## config.mk

```make
export PLATFORM = sky130hd
export DESIGN_NAME = side_ch
export DESIGN_NICKNAME = d
export VERILOG_FILES = /design/src/side_ch_pkg.sv /design/src/side_ch_cfg_if.sv /design/src/side_ch.sv /design/src/side_ch_stream_fifo.sv /design/src/side_ch_iq_capture.sv /design/src/side_ch_event_counters.sv /design/src/side_ch_reg_bank.sv
export SDC_FILE = /design/constraint.sdc
export NUM_CORES = 2
export LEC_CHECK = 0
export BUFFER_PORTS_ARGS = -buffer_cell sky130_fd_sc_hd__clkbuf_2
export CORE_MARGIN = 2
export CORE_UTILIZATION = 50
export DETAILED_ROUTE_END_ITERATION = 8
export PLACE_DENSITY = 0.71
export SLEW_MARGIN = 25
export SYNTH_ARGS = -nofsm -noshare
export SYNTH_HDL_FRONTEND = slang
export SYNTH_HIERARCHICAL = 1
export SYNTH_SLANG_ARGS = --single-unit
```

## constraint.sdc

```tcl
create_clock -name clk -period 9.82 [get_ports clk]
set_clock_uncertainty 0.1 [all_clocks]
set_input_delay 1.964 -clock clk [delete_from_list [all_inputs] [get_ports clk]]
set_output_delay 1.964 -clock clk [all_outputs]
set_load 0.02 [all_outputs]
```

## src/side_ch_pkg.sv

```systemverilog
// side channel package with widths, register map, trigger codes and shared types
package side_ch_pkg;

	// register port
	localparam int REG_DATA_W = 32;
	localparam int REG_ADDR_W = 4;

	localparam logic [REG_ADDR_W-1:0] REG_TRIG_SEL     = 4'd0;
	localparam logic [REG_ADDR_W-1:0] REG_RSSI_TH      = 4'd1;
	localparam logic [REG_ADDR_W-1:0] REG_CAP_LEN      = 4'd2;
	localparam logic [REG_ADDR_W-1:0] REG_EVENT_SEL    = 4'd3;
	localparam logic [REG_ADDR_W-1:0] REG_ADDR2_TARGET = 4'd4;
	localparam logic [REG_ADDR_W-1:0] REG_ARM          = 4'd5;
	// counters 0..5 sit at 8..13
	localparam logic [REG_ADDR_W-1:0] REG_CNT_BASE     = 4'd8;
	localparam logic [REG_ADDR_W-1:0] REG_DROP_CNT     = 4'd14;

	// event counters
	localparam int NUM_EVENTS = 6;
	localparam int COUNTER_W  = 16;
	localparam int RSSI_W     = 11;
	localparam int ADDR2_W    = 48;

	// iq capture
	localparam int IQ_W      = 16;
	localparam int CAP_LEN_W = 8;
	localparam int TRIG_W    = 2;

	localparam logic [TRIG_W-1:0] TRIG_FREE_RUN = 2'd0;
	localparam logic [TRIG_W-1:0] TRIG_RSSI     = 2'd1;
	localparam logic [TRIG_W-1:0] TRIG_FCS_OK   = 2'd2;

	// capture fsm encoding
	localparam int CAP_STATE_W = 2;
	localparam logic [CAP_STATE_W-1:0] CAP_IDLE  = 2'd0;
	localparam logic [CAP_STATE_W-1:0] CAP_ARMED = 2'd1;
	localparam logic [CAP_STATE_W-1:0] CAP_RUN   = 2'd2;

	// output fifo and stream
	localparam int FIFO_DEPTH = 16;
	localparam int FIFO_AW    = 4;
	localparam int STREAM_W   = 64;

	// one channel word, seen whole or as its two halves
	typedef union packed {
		logic [2*IQ_W-1:0] raw;
		struct packed {
			logic [IQ_W-1:0] hi;
			logic [IQ_W-1:0] lo;
		} part;
	} iq_sample_u;

	typedef logic [NUM_EVENTS-1:0][COUNTER_W-1:0] counter_arr_t;

endpackage
```

## src/side_ch_cfg_if.sv

```systemverilog
// side channel configuration bundle from the register bank to counters and capture
`timescale 1ns/1ps

interface side_ch_cfg_if import side_ch_pkg::*; ();

	logic [TRIG_W-1:0]        trig_sel;
	logic signed [RSSI_W-1:0] rssi_th;
	logic [CAP_LEN_W-1:0]     cap_len;
	logic [NUM_EVENTS-1:0]    event_sel;
	logic [REG_DATA_W-1:0]    addr2_target;
	// single cycle pulses
	logic                     arm;
	logic [NUM_EVENTS-1:0]    counter_clr;

	modport bank (
		output trig_sel, rssi_th, cap_len, event_sel, addr2_target, arm, counter_clr
	);

	modport counters (
		input event_sel, addr2_target, rssi_th, counter_clr
	);

	modport capture (
		input trig_sel, rssi_th, cap_len, arm
	);

endinterface

```

## src/side_ch.sv

```systemverilog
// side channel top level joining register bank, event counters, iq capture and stream fifo
`timescale 1ns/1ps

module side_ch import side_ch_pkg::*;
(
	input  logic                     clk,
	input  logic                     arst_n,
	// register port
	input  logic                     reg_wr,
	input  logic                     reg_rd,
	input  logic [REG_ADDR_W-1:0]    reg_addr,
	input  logic [REG_DATA_W-1:0]    reg_wdata,
	output logic [REG_DATA_W-1:0]    reg_rdata,
	output logic                     reg_rvalid,
	// rx and tx events
	input  logic                     short_preamble_detected,
	input  logic                     long_preamble_detected,
	input  logic                     pkt_header_valid_strobe,
	input  logic                     pkt_header_valid,
	input  logic                     fcs_in_strobe,
	input  logic                     fcs_ok,
	input  logic                     phy_tx_start,
	input  logic                     phy_tx_done,
	input  logic                     tx_pkt_need_ack,
	input  logic                     pkt_for_me,
	input  logic [ADDR2_W-1:0]       addr2,
	input  logic signed [RSSI_W-1:0] rssi_half_db,
	// iq samples
	input  logic [2*IQ_W-1:0]        sample0_in,
	input  logic [2*IQ_W-1:0]        sample1_in,
	input  logic                     sample_in_strobe,
	// sample stream
	output logic                     m_axis_tvalid,
	output logic [STREAM_W-1:0]      m_axis_tdata,
	output logic                     m_axis_tlast,
	input  logic                     m_axis_tready
);

	counter_arr_t          counters;
	logic [REG_DATA_W-1:0] drop_cnt;
	logic [STREAM_W-1:0]   cap_word;
	logic                  cap_valid;
	logic                  cap_last;

	side_ch_cfg_if i_cfg_if ();

	side_ch_reg_bank i_reg_bank (
		.clk        (clk),
		.arst_n     (arst_n),
		.reg_wr     (reg_wr),
		.reg_rd     (reg_rd),
		.reg_addr   (reg_addr),
		.reg_wdata  (reg_wdata),
		.counters   (counters),
		.drop_cnt   (drop_cnt),
		.reg_rdata  (reg_rdata),
		.reg_rvalid (reg_rvalid),
		.cfg        (i_cfg_if.bank)
	);

	side_ch_event_counters i_event_counters (
		.clk                     (clk),
		.arst_n                  (arst_n),
		.short_preamble_detected (short_preamble_detected),
		.long_preamble_detected  (long_preamble_detected),
		.pkt_header_valid_strobe (pkt_header_valid_strobe),
		.pkt_header_valid        (pkt_header_valid),
		.fcs_in_strobe           (fcs_in_strobe),
		.fcs_ok                  (fcs_ok),
		.phy_tx_start            (phy_tx_start),
		.phy_tx_done             (phy_tx_done),
		.tx_pkt_need_ack         (tx_pkt_need_ack),
		.pkt_for_me              (pkt_for_me),
		.addr2                   (addr2),
		.rssi_half_db            (rssi_half_db),
		.counters                (counters),
		.cfg                     (i_cfg_if.counters)
	);

	side_ch_iq_capture i_iq_capture (
		.clk              (clk),
		.arst_n           (arst_n),
		.sample0_in       (sample0_in),
		.sample1_in       (sample1_in),
		.sample_in_strobe (sample_in_strobe),
		.rssi_half_db     (rssi_half_db),
		.fcs_in_strobe    (fcs_in_strobe),
		.fcs_ok           (fcs_ok),
		.cap_word         (cap_word),
		.cap_valid        (cap_valid),
		.cap_last         (cap_last),
		.cfg              (i_cfg_if.capture)
	);

	side_ch_stream_fifo i_stream_fifo (
		.clk           (clk),
		.arst_n        (arst_n),
		.cap_word      (cap_word),
		.cap_valid     (cap_valid),
		.cap_last      (cap_last),
		.m_axis_tready (m_axis_tready),
		.m_axis_tvalid (m_axis_tvalid),
		.m_axis_tdata  (m_axis_tdata),
		.m_axis_tlast  (m_axis_tlast),
		.drop_cnt      (drop_cnt)
	);

endmodule

```

## src/side_ch_stream_fifo.sv

```systemverilog
// side channel show-ahead output fifo driving the sample stream and counting drops
`timescale 1ns/1ps

module side_ch_stream_fifo import side_ch_pkg::*;
(
	input  logic                  clk,
	input  logic                  arst_n,
	input  logic [STREAM_W-1:0]   cap_word,
	input  logic                  cap_valid,
	input  logic                  cap_last,
	input  logic                  m_axis_tready,
	output logic                  m_axis_tvalid,
	output logic [STREAM_W-1:0]   m_axis_tdata,
	output logic                  m_axis_tlast,
	output logic [REG_DATA_W-1:0] drop_cnt
);

	// data word plus last flag in the top bit
	logic [STREAM_W:0]  mem [FIFO_DEPTH];
	logic [FIFO_AW-1:0] wr_ptr;
	logic [FIFO_AW-1:0] rd_ptr;
	logic [FIFO_AW:0]   count;
	logic               full;
	logic               push;
	logic               pop;

	assign full = (count == (FIFO_AW+1)'(FIFO_DEPTH));
	// a full fifo refuses the word even if a pop happens the same cycle
	assign push = cap_valid && !full;
	assign pop  = m_axis_tvalid && m_axis_tready;

	assign m_axis_tvalid = (count != '0);
	assign m_axis_tdata  = mem[rd_ptr][STREAM_W-1:0];
	assign m_axis_tlast  = m_axis_tvalid && mem[rd_ptr][STREAM_W];

	always_ff @(posedge clk)
	begin
		if (push)
			mem[wr_ptr] <= {cap_last, cap_word};
	end

	always_ff @(posedge clk or negedge arst_n)
	begin
		if (!arst_n)
		begin
			wr_ptr   <= '0;
			rd_ptr   <= '0;
			count    <= '0;
			drop_cnt <= '0;
		end
		else
		begin
			if (push)
				wr_ptr <= wr_ptr + FIFO_AW'(1);
			if (pop)
				rd_ptr <= rd_ptr + FIFO_AW'(1);
			case ({push, pop})
				2'b10:   count <= count + (FIFO_AW+1)'(1);
				2'b01:   count <= count - (FIFO_AW+1)'(1);
				default: count <= count;
			endcase
			if (cap_valid && full)
				drop_cnt <= drop_cnt + REG_DATA_W'(1);
		end
	end

endmodule

```

## src/side_ch_iq_capture.sv

```systemverilog
// side channel iq capture with trigger qualification, length count and word packing
`timescale 1ns/1ps

module side_ch_iq_capture import side_ch_pkg::*;
(
	input  logic                     clk,
	input  logic                     arst_n,
	input  logic [2*IQ_W-1:0]        sample0_in,
	input  logic [2*IQ_W-1:0]        sample1_in,
	input  logic                     sample_in_strobe,
	input  logic signed [RSSI_W-1:0] rssi_half_db,
	input  logic                     fcs_in_strobe,
	input  logic                     fcs_ok,
	output logic [STREAM_W-1:0]      cap_word,
	output logic                     cap_valid,
	output logic                     cap_last,
	side_ch_cfg_if.capture           cfg
);

	logic [CAP_STATE_W-1:0] state;
	logic [CAP_LEN_W-1:0]   remaining;
	logic                   fcs_seen;
	logic                   trig_hit;
	logic                   take;
	iq_sample_u             s0_in;
	iq_sample_u             s1_in;
	iq_sample_u             s0_sw;
	iq_sample_u             s1_sw;

	// each channel goes out with its halves swapped
	always_comb
	begin
		s0_in.raw     = sample0_in;
		s1_in.raw     = sample1_in;
		s0_sw.part.hi = s0_in.part.lo;
		s0_sw.part.lo = s0_in.part.hi;
		s1_sw.part.hi = s1_in.part.lo;
		s1_sw.part.lo = s1_in.part.hi;
	end

	always_comb
	begin
		case (cfg.trig_sel)
			TRIG_RSSI:   trig_hit = sample_in_strobe && (rssi_half_db > cfg.rssi_th);
			// fcs_seen is registered, so only samples after the fcs strobe qualify
			TRIG_FCS_OK: trig_hit = sample_in_strobe && fcs_seen;
			default:     trig_hit = sample_in_strobe;
		endcase
	end

	assign take = ((state == CAP_ARMED) && trig_hit) || ((state == CAP_RUN) && sample_in_strobe);

	always_ff @(posedge clk or negedge arst_n)
	begin
		if (!arst_n)
		begin
			state     <= CAP_IDLE;
			remaining <= '0;
			fcs_seen  <= 1'b0;
			cap_valid <= 1'b0;
			cap_last  <= 1'b0;
		end
		else
		begin
			cap_valid <= take;
			cap_last  <= take && (remaining == CAP_LEN_W'(1));
			case (state)
				CAP_IDLE:
				begin
					// zero length arms nothing
					if (cfg.arm && (cfg.cap_len != '0))
					begin
						state     <= CAP_ARMED;
						remaining <= cfg.cap_len;
						fcs_seen  <= 1'b0;
					end
				end
				CAP_ARMED:
				begin
					if (fcs_in_strobe && fcs_ok)
						fcs_seen <= 1'b1;
				end
				CAP_RUN:  ;
				default:  state <= CAP_IDLE;
			endcase
			if (take)
			begin
				remaining <= remaining - CAP_LEN_W'(1);
				state     <= (remaining == CAP_LEN_W'(1)) ? CAP_IDLE : CAP_RUN;
			end
		end
	end

	always_ff @(posedge clk)
	begin
		if (take)
			cap_word <= {s1_sw.raw, s0_sw.raw};
	end

endmodule

```

## src/side_ch_event_counters.sv

```systemverilog
// side channel event source selection feeding six clearable event counters
`timescale 1ns/1ps

module side_ch_event_counters import side_ch_pkg::*;
(
	input  logic                     clk,
	input  logic                     arst_n,
	input  logic                     short_preamble_detected,
	input  logic                     long_preamble_detected,
	input  logic                     pkt_header_valid_strobe,
	input  logic                     pkt_header_valid,
	input  logic                     fcs_in_strobe,
	input  logic                     fcs_ok,
	input  logic                     phy_tx_start,
	input  logic                     phy_tx_done,
	input  logic                     tx_pkt_need_ack,
	input  logic                     pkt_for_me,
	input  logic [ADDR2_W-1:0]       addr2,
	input  logic signed [RSSI_W-1:0] rssi_half_db,
	output counter_arr_t             counters,
	side_ch_cfg_if.counters          cfg
);

	logic                  fcs_good;
	logic                  addr2_match;
	logic                  rssi_above;
	logic                  rssi_above_d;
	logic                  rssi_cross;
	logic [NUM_EVENTS-1:0] ev;

	assign fcs_good    = fcs_in_strobe && fcs_ok;
	assign addr2_match = (addr2[REG_DATA_W-1:0] == cfg.addr2_target);
	assign rssi_above  = (rssi_half_db > cfg.rssi_th);
	// a level above threshold counts once on its rising edge
	assign rssi_cross  = rssi_above && !rssi_above_d;

	// select bit low picks the first source
	always_comb
	begin
		ev[0] = cfg.event_sel[0] ? long_preamble_detected : short_preamble_detected;
		ev[1] = pkt_header_valid_strobe &&
			(cfg.event_sel[1] ? !pkt_header_valid : pkt_header_valid);
		ev[2] = fcs_in_strobe && (cfg.event_sel[2] ? !fcs_ok : fcs_ok);
		ev[3] = cfg.event_sel[3] ? phy_tx_done : phy_tx_start;
		ev[4] = fcs_good && (cfg.event_sel[4] ? pkt_for_me : addr2_match);
		ev[5] = cfg.event_sel[5] ? (phy_tx_start && tx_pkt_need_ack) : rssi_cross;
	end

	always_ff @(posedge clk or negedge arst_n)
	begin
		if (!arst_n)
			rssi_above_d <= 1'b0;
		else
			rssi_above_d <= rssi_above;
	end

	// clear beats a same cycle event and counts wrap
	always_ff @(posedge clk or negedge arst_n)
	begin
		if (!arst_n)
		begin
			counters <= '0;
		end
		else
		begin
			for (int i = 0; i < NUM_EVENTS; i++)
			begin
				if (cfg.counter_clr[i])
					counters[i] <= '0;
				else if (ev[i])
					counters[i] <= counters[i] + COUNTER_W'(1);
			end
		end
	end

endmodule

```

## src/side_ch_reg_bank.sv

```systemverilog
// side channel register bank with config writes, control pulses and registered readback
`timescale 1ns/1ps

module side_ch_reg_bank import side_ch_pkg::*;
(
	input  logic                  clk,
	input  logic                  arst_n,
	input  logic                  reg_wr,
	input  logic                  reg_rd,
	input  logic [REG_ADDR_W-1:0] reg_addr,
	input  logic [REG_DATA_W-1:0] reg_wdata,
	input  counter_arr_t          counters,
	input  logic [REG_DATA_W-1:0] drop_cnt,
	output logic [REG_DATA_W-1:0] reg_rdata,
	output logic                  reg_rvalid,
	side_ch_cfg_if.bank           cfg
);

	logic [NUM_EVENTS-1:0] clr_next;
	logic [REG_DATA_W-1:0] rd_next;

	// a write to a counter address clears that counter
	always_comb
	begin
		for (int i = 0; i < NUM_EVENTS; i++)
		begin
			clr_next[i] = reg_wr && (reg_addr == REG_ADDR_W'(REG_CNT_BASE + i));
		end
	end

	always_ff @(posedge clk or negedge arst_n)
	begin
		if (!arst_n)
		begin
			cfg.trig_sel     <= '0;
			cfg.rssi_th      <= '0;
			cfg.cap_len      <= '0;
			cfg.event_sel    <= '0;
			cfg.addr2_target <= '0;
			cfg.arm          <= 1'b0;
			cfg.counter_clr  <= '0;
		end
		else
		begin
			cfg.arm         <= reg_wr && (reg_addr == REG_ARM);
			cfg.counter_clr <= clr_next;
			if (reg_wr)
			begin
				case (reg_addr)
					REG_TRIG_SEL:     cfg.trig_sel     <= reg_wdata[TRIG_W-1:0];
					REG_RSSI_TH:      cfg.rssi_th      <= $signed(reg_wdata[RSSI_W-1:0]);
					REG_CAP_LEN:      cfg.cap_len      <= reg_wdata[CAP_LEN_W-1:0];
					REG_EVENT_SEL:    cfg.event_sel    <= reg_wdata[NUM_EVENTS-1:0];
					REG_ADDR2_TARGET: cfg.addr2_target <= reg_wdata;
					default:          ;
				endcase
			end
		end
	end

	// unmapped and write-only addresses read as zero
	always_comb
	begin
		rd_next = '0;
		case (reg_addr)
			REG_TRIG_SEL:     rd_next = REG_DATA_W'(cfg.trig_sel);
			REG_RSSI_TH:      rd_next = {{(REG_DATA_W-RSSI_W){1'b0}}, cfg.rssi_th};
			REG_CAP_LEN:      rd_next = REG_DATA_W'(cfg.cap_len);
			REG_EVENT_SEL:    rd_next = REG_DATA_W'(cfg.event_sel);
			REG_ADDR2_TARGET: rd_next = cfg.addr2_target;
			REG_DROP_CNT:     rd_next = drop_cnt;
			default:          rd_next = '0;
		endcase
		for (int i = 0; i < NUM_EVENTS; i++)
		begin
			if (reg_addr == REG_ADDR_W'(REG_CNT_BASE + i))
				rd_next = REG_DATA_W'(counters[i]);
		end
	end

	always_ff @(posedge clk or negedge arst_n)
	begin
		if (!arst_n)
		begin
			reg_rvalid <= 1'b0;
			reg_rdata  <= '0;
		end
		else
		begin
			reg_rvalid <= reg_rd;
			if (reg_rd)
				reg_rdata <= rd_next;
		end
	end

endmodule

```

* After elaboration in Yosys (flattened, before gate mapping)
Memories as Yosys holds them, arrays and structs flattened.
Index checks and enable logic that the tools add are counted.
** Operators by class
- Add/sub/neg operators :: 12
- $lt $le $gt $ge :: 1
- Equality and inequality tests :: 25
- Mux-type cells :: 39
- Reductions and logical operators :: 51
** Operators by type and width (count)
- $mux 16 :: 12
- $mux 32 :: 6
- $pmux 32 s6 :: 1
- $add 16x1->16 const B :: 6
- $add 32x1->32 const B :: 1
- $eq 32x32->1 :: 1
- $eq 4x4->1 const B :: 7
- $mux 8 :: 3
- $logic_and 1x1->1 :: 23
- $reduce_bool 2->1 :: 10
- $reduce_and 2->1 :: 7
- $gt 11x11->1 :: 1
- $mux 1 :: 10
- $pmux 5 s2 :: 1
- $add 4x1->4 const B :: 2
- $eq 4x2->1 const B :: 2
- $eq 4x3->1 const B :: 2
- $eq 8x1->1 const B :: 1
- $reduce_bool 8->1 :: 1
- $sub 8x1->8 const B :: 1
- $eq 2x1->1 const B :: 3
- $eq 2x2->1 const B :: 3
- $mux 2 :: 3
- $add 5x1->5 const B :: 1
- 15 further kinds :: 20
** Word-level totals
- Register bits after elaboration :: 318
- RAM bits :: 1040
- Input port bits :: 175
- Word-level logic and storage cells :: 155
- Memories kept :: 1
** Memories
- i_stream_fifo.mem :: words 16, width 65, rd ports 1, clocked after memory_dff 0, wr ports 1, RTL line side_ch_stream_fifo.sv:19 : logic [STREAM_W:0] mem [FIFO_DEPTH];

* Logic depth before layout (Yosys ltp)
- Depth in word-level cells :: 8
- Depth in mapped cells :: 12

* Hierarchy
Netlist, hierarchy kept.
** Modules (own cells, without submodules)
- side_ch_stream_fifo :: times used 1, cells each 1669, area an instance 41304.6 um^2
- side_ch_reg_bank :: times used 1, cells each 510, area an instance 5494.0 um^2
- side_ch_event_counters :: times used 1, cells each 567, area an instance 5412.7 um^2
- side_ch_iq_capture :: times used 1, cells each 189, area an instance 3061.7 um^2

* Least setup slack after synthesis
OpenSTA, ideal clock, no wires.
- Kind :: register to register
- From :: register i_stream_fifo.count[2]
- To :: memory i_stream_fifo/mem[3][0] (netlist name) (enable)
- Library setup time :: 0.568 ns
- Data arrival time :: 5.646 ns
- Path slack :: 3.506 ns
- Stages on the path, launching flop included :: 6
- Buffers on the path :: 1
- Period minus slack after synthesis :: 6.314 ns
- Path through :: dfrtp_1 > buf_2 > nor4_2 > a21boi_1 > nand2_1 > nor3_1
** On the way
- Longest elaborated chain between the ends :: 5
** Ends and longest elaborated chain
- start: declaration :: RTL line side_ch_stream_fifo.sv:22 : logic [FIFO_AW:0] count;
- start signal: assignment :: RTL line side_ch_stream_fifo.sv:58 : 2'b10: count <= count + (FIFO_AW+1)'(1);
- start signal: assignment :: RTL line side_ch_stream_fifo.sv:59 : 2'b01: count <= count - (FIFO_AW+1)'(1);
- start signal: assignment :: RTL line side_ch_stream_fifo.sv:60 : default: count <= count;
- $eq 5x5->1 :: RTL line side_ch_stream_fifo.sv:27 : assign full = (count == (FIFO_AW+1)'(FIFO_DEPTH));
- $logic_not 1->1 :: RTL line side_ch_stream_fifo.sv:29 : assign push = cap_valid && !full;
- $logic_and 1x1->1 :: RTL line side_ch_stream_fifo.sv:29
- $mux 1 :: RTL line side_ch_stream_fifo.sv:38 : if (push)
- $mux 1 (not written as such) :: RTL line side_ch_stream_fifo.sv:39 : mem[wr_ptr] <= {cap_last, cap_word};
- end: declaration :: RTL line side_ch_stream_fifo.sv:19
No other way between the ends.

* Worst setup path after layout
- From :: register i_stream_fifo.rd_ptr[1]
- To :: output port m_axis_tlast
** On the way
- Longest elaborated chain between the ends :: 2
** Ends and longest elaborated chain
- start: declaration :: RTL line side_ch_stream_fifo.sv:21 : logic [FIFO_AW-1:0] rd_ptr;
- start signal: assignment :: RTL line side_ch_stream_fifo.sv:56 : rd_ptr <= rd_ptr + FIFO_AW'(1);
- $mem_v2 16x65
- $logic_and 1x1->1 :: RTL line side_ch_stream_fifo.sv:34 : assign m_axis_tlast = m_axis_tvalid && mem[rd_ptr][STREAM_W];
- end: declaration :: RTL line side_ch.sv:35 : output logic m_axis_tlast,
No other way between the ends.

==> flow_summary.rst <==
.. list-table::
   :header-rows: 1

   * - Metric
     - Value
   * - # hold bufs at CTS
     - 0
   * - Number of vias in the routed layout
     - 29,460
   * - Cell count of the worst reg-to-reg path
     - 5
   * - Required time reported for the critical path endpoint
     - 7.76 ns
   * - Kind of capture point of the worst setup path
     - output pin
   * - Clock tree from TritonCTS
     - done
   * - Transition time at the pin with the least slew margin
     - 1.087 ns
   * - Number of buffers on the longest clock path
     - 3
   * - Setup TNS
     - 0 ns
   * - Leakage power
     - 0.02182 µW
   * - Insertion delay of the later-clocked pin in the worst-skew pair
     - 0.76 ns
   * - Iteration count of the initial detailed-routing pass
     - 6
   * - Area of the mapped netlist
     - 0.05527 mm²
   * - CTS clk-pin slew, worst paths
     - 0.06 ns
   * - Most frequently used cell type in the post-synthesis netlist
     - edfxtp_1
   * - Initial core utilization
     - 50.57%
   * - CTS buffer count
     - 139
   * - Switching pwr
     - 5353 µW
   * - #FFs+latches synth
     - 1,358
   * - Number of sinks handled by clock tree synthesis
     - 1,358
   * - FF-to-FF setup slack
     - 5.79 ns
   * - Per-instance average area after synthesis
     - 18.83 µm²
   * - I/O pin total
     - 274
   * - Worst path cell trace
     - buf_4, mux4_2, mux4_2, and2_1, clkbuf_2
   * - Biggest cell delay along the critical path
     - 0.89 ns
   * - Proportion of power drawn by the clock network
     - 29.8%
   * - Final-report setup violation count
     - 0
   * - Endpoint of the worst register-to-register path
     - i_stream_fifo/mem[5][18]
   * - Top flip-flop cell by instance count after synthesis
     - edfxtp_1
   * - Setup Fix Bufs, Post-CTS
     - 0
   * - Switch share
     - 30.65%
   * - Share of synthesized area occupied by flip-flops and latches
     - 71.48%
   * - Post-synth EDFFs
     - 1,104
   * - Max transition margin
     - 27.53%
   * - Wire length of the first global-routing pass
     - 195,600 µm
   * - Startpoint type of the worst setup path
     - flip-flop
   * - Combinational share of power
     - 25.3%
   * - Routed WL per cell
     - 27.81 µm
   * - Critical Path Fanout Max
     - 64
   * - Start point of the critical path
     - i_stream_fifo/rd_ptr[1]
   * - Antenna violations before repair
     - 6
   * - Category of the most critical setup path
     - flip-flop to output pin
   * - Synthesis warning total
     - 6
   * - Count of nets left with antenna violations after detail routing
     - 0
   * - Final hold violation count
     - 0
   * - P&R area growth vs syn
     - 13.57%
   * - Die Area
     - 0.1132 mm²
   * - Overall Global Routing Usage
     - 23.82%
   * - Number of violations of the max-capacitance limit
     - 0
   * - CTS HTree Levels
     - 4
   * - Yosys top cell area share
     - 59.98%
   * - Total length of routed wires
     - 134,000 µm
   * - Post-synthesis cell type with the largest combined area
     - edfxtp_1
   * - Post-Synthesis Net Count
     - 3,154
   * - Estimated wirelength of the detail-placed design
     - 76,350 µm
   * - Gp weighted congestion
     - 0.9665
   * - Power Total
     - 17,460 µW
   * - FP Rows
     - 121
   * - Pint
     - 12,110 µW
   * - Cell with the biggest individual delay on the critical path
     - dfrtp_4
   * - Share of the cycle needed by the critical path after routing
     - 61.01%
   * - Library cells used by synthesis
     - 84
   * - PostCTS Resize Cnt
     - 0
   * - Number of inserted filler cells in the final layout
     - 8,028
   * - Inst Count DP
     - 4,566
   * - End of the critical path
     - m_axis_tlast
   * - List of most frequent post-synthesis cells
     - edfxtp_1 (1,104), mux4_2 (327), dfrtp_1 (254), nor2_1 (141), nand2_1 (92)
   * - Height of the die
     - 336.5 µm
   * - Result of the run
     - complete, no violations
   * - Area of the core
     - 0.1093 mm²
   * - RSZ-0062 raised after global routing
     - false
   * - Root buffer cell
     - clkbuf_16
   * - Final max-slew violation count
     - 0
   * - Via count of the first global-routing pass
     - 29,910
   * - Residual DRC count
     - 0
   * - Top cells by area, synth
     - edfxtp_1 (60%), mux4_2 (13%), dfrtp_1 (11%)
   * - Period minus WS final
     - 5.992 ns
   * - Most used cell, CP
     - mux4_2
   * - Launch point of the worst reg-to-reg path
     - i_stream_fifo/count[1]
   * - Nets@finish
     - 3,451
   * - Cell count after synthesis
     - 2,935
   * - Total overflow reported by the global router
     - 0
   * - Iteration-0 DRC Markers
     - 2,854
   * - Power per cell area
     - 278.2 mW/mm²
   * - CP Data Arrival Time
     - 3.93 ns
   * - Core Util, Final
     - 57.43%
   * - Sequential share of power
     - 44.9%
   * - Maximum number of pins on one net before global-route repair
     - 156
   * - Class of the worst hold path
     - flip-flop to flip-flop
   * - Post-route insts no fill
     - 4,817
   * - Fmax
     - 166.9 MHz
   * - Share of synthesized flip-flops with an asynchronous set or reset
     - 18.70%
   * - Via count normalized by instance count
     - 6.115
   * - Die extent in x
     - 336.5 µm
   * - Share of layout cells above drive strength 1
     - 28.14%
   * - Count of buffers inserted at the top-level ports
     - 257
   * - Highest ir drop seen on vdd
     - 258.8 µV
[per-stage QoR]
step	instance area (µm²)	hold slack (ns)	worst slack, ns
floorplan	55270	0.3462	3.506
CTS	62710	0.3929	3.575
global route	62770	0.4236	3.700
detailed placement	58190	0.3719	4.246
global placement	58130	0.3743	4.327
finish	62770	0.3921	3.828
[per-layer routing]
metal | wire length (µm) | part of all wire (%) | global-route usage, %
met5 | 30 | 0.022 | 0
met4 | 3572 | 2.7 | 7.960
met3 | 10550 | 7.9 | 5.050
met2 | 68280 | 51 | 39.90
met1 | 51530 | 38 | 31.24
[placed cells by master (no fill, tap or decap), types with 8 or more instances in the layout]
cell	netlist	routed
buf_4	16	36
a21o_1	9	9
inv_1	60	60
mux2_2	37	37
a22oi_1	28	28
nor2b_1	14	14
dfrtp_1	254	250
bufinv_16	0	9
mux2i_1	29	29
and4_1	9	9
nand4_1	42	42
clkinv_1	0	21
mux4_2	327	327
a221o_1	8	8
xor2_1	85	85
nor3_1	24	19
and3_1	19	19
a22o_1	8	8
nand3_1	55	55
nor2_4	0	12
clkinv_2	0	22
and2_1	9	9
clkbuf_2	0	256
or4_1	9	9
nor2_1	141	129
mux2_4	30	30
ha_1	44	44
o22ai_1	37	37
clkbuf_1	60	27
a31oi_1	11	11
xnor2_1	62	62
nand2b_1	17	17
clkbuf_16	0	142
o21ai_0	31	31
edfxtp_1	1104	1104
nand2_1	92	92
nor4_1	15	15
a21oi_1	48	48
or3_1	11	11
o31ai_1	10	10
[kinds of logic (layout without fill, tap and decap cells)]
group                    Yosys count  after routing  share of synthesized area [%]
flip-flops                      1358           1358                          71.48
AND/OR/NAND/NOR                  480            480                          4.466
multiplexers                     425            425                          15.46
AO/OA/AOI/OAI                    275            275                          3.520
buffers and inverters            206            608                          1.752
XOR/XNOR                         147            147                          2.329
adder cells (fa/ha/maj)           44             44                         0.9960
other                              0              4                              0
[final cells by class]
| class | count | area (µm²) | area share [%] |
|---|---|---|---|
| Inverter | 61 | 231.5 | 0.3687 |
| Tap cell | 1476 | 1847 | 2.942 |
| Antenna cell | 4 | 10.01 | 0.01595 |
| Clock inverter | 72 | 797.0 | 1.270 |
| Timing Repair Buffer | 301 | 1715 | 2.733 |
| Sequential cell | 1358 | 39520 | 62.96 |
| Clock buffer | 174 | 3724 | 5.932 |
| Multi-Input combinational cell | 1371 | 14930 | 23.78 |
[critical path, delay by kind of cell (launching register included)]
family        cells  cell delay, ns
mux               2            1.05
buf+inv           2            0.97
flops             1            0.89
simple gates      1            0.22
[power groups by stage]
stage                     Sequential, µW  Combinational [µW]  Clock, µW
after floorplan                     7600                3300          0
after global placement              7900                4320          0
after detailed placement            7990                4400          0
after CTS                           7880                4430       5290
after global routing                7930                4700       5510
final                               7840                4420       5200
[sequential cells by signal, summed over array words and instances, names as in the netlist]
name	flops
i_event_counters/counters	96
i_event_counters/rssi_above_d	1
i_iq_capture/cap_last	1
i_iq_capture/cap_valid	1
i_iq_capture/cap_word	64
i_iq_capture/fcs_seen	1
i_iq_capture/remaining	8
i_iq_capture/state	2
i_reg_bank/cfg.addr2_target	32
i_reg_bank/cfg.arm	1
i_reg_bank/cfg.cap_len	8
i_reg_bank/cfg.counter_clr	6
i_reg_bank/cfg.event_sel	6
i_reg_bank/cfg.rssi_th	11
i_reg_bank/cfg.trig_sel	2
i_reg_bank/reg_rdata	32
i_reg_bank/reg_rvalid	1
i_stream_fifo/count	5
i_stream_fifo/drop_cnt	32
i_stream_fifo/mem	1040
i_stream_fifo/rd_ptr	4
i_stream_fifo/wr_ptr	4
[how the worst min path moves through the flow]
stage	startpoint	end	slack, ns	depth (start not counted)
floorplan	i_stream_fifo/drop_cnt[31]	i_stream_fifo/drop_cnt[31]	0.35	1
global placement	i_stream_fifo/drop_cnt[31]	i_stream_fifo/drop_cnt[31]	0.37	1
detailed placement	i_stream_fifo/drop_cnt[31]	i_stream_fifo/drop_cnt[31]	0.37	1
CTS	i_stream_fifo/drop_cnt[31]	i_stream_fifo/drop_cnt[31]	0.39	1
global route	i_stream_fifo/drop_cnt[31]	i_stream_fifo/drop_cnt[31]	0.42	1
finish	i_stream_fifo/drop_cnt[31]	i_stream_fifo/drop_cnt[31]	0.39	1
(Power assumes the default switching activity.)
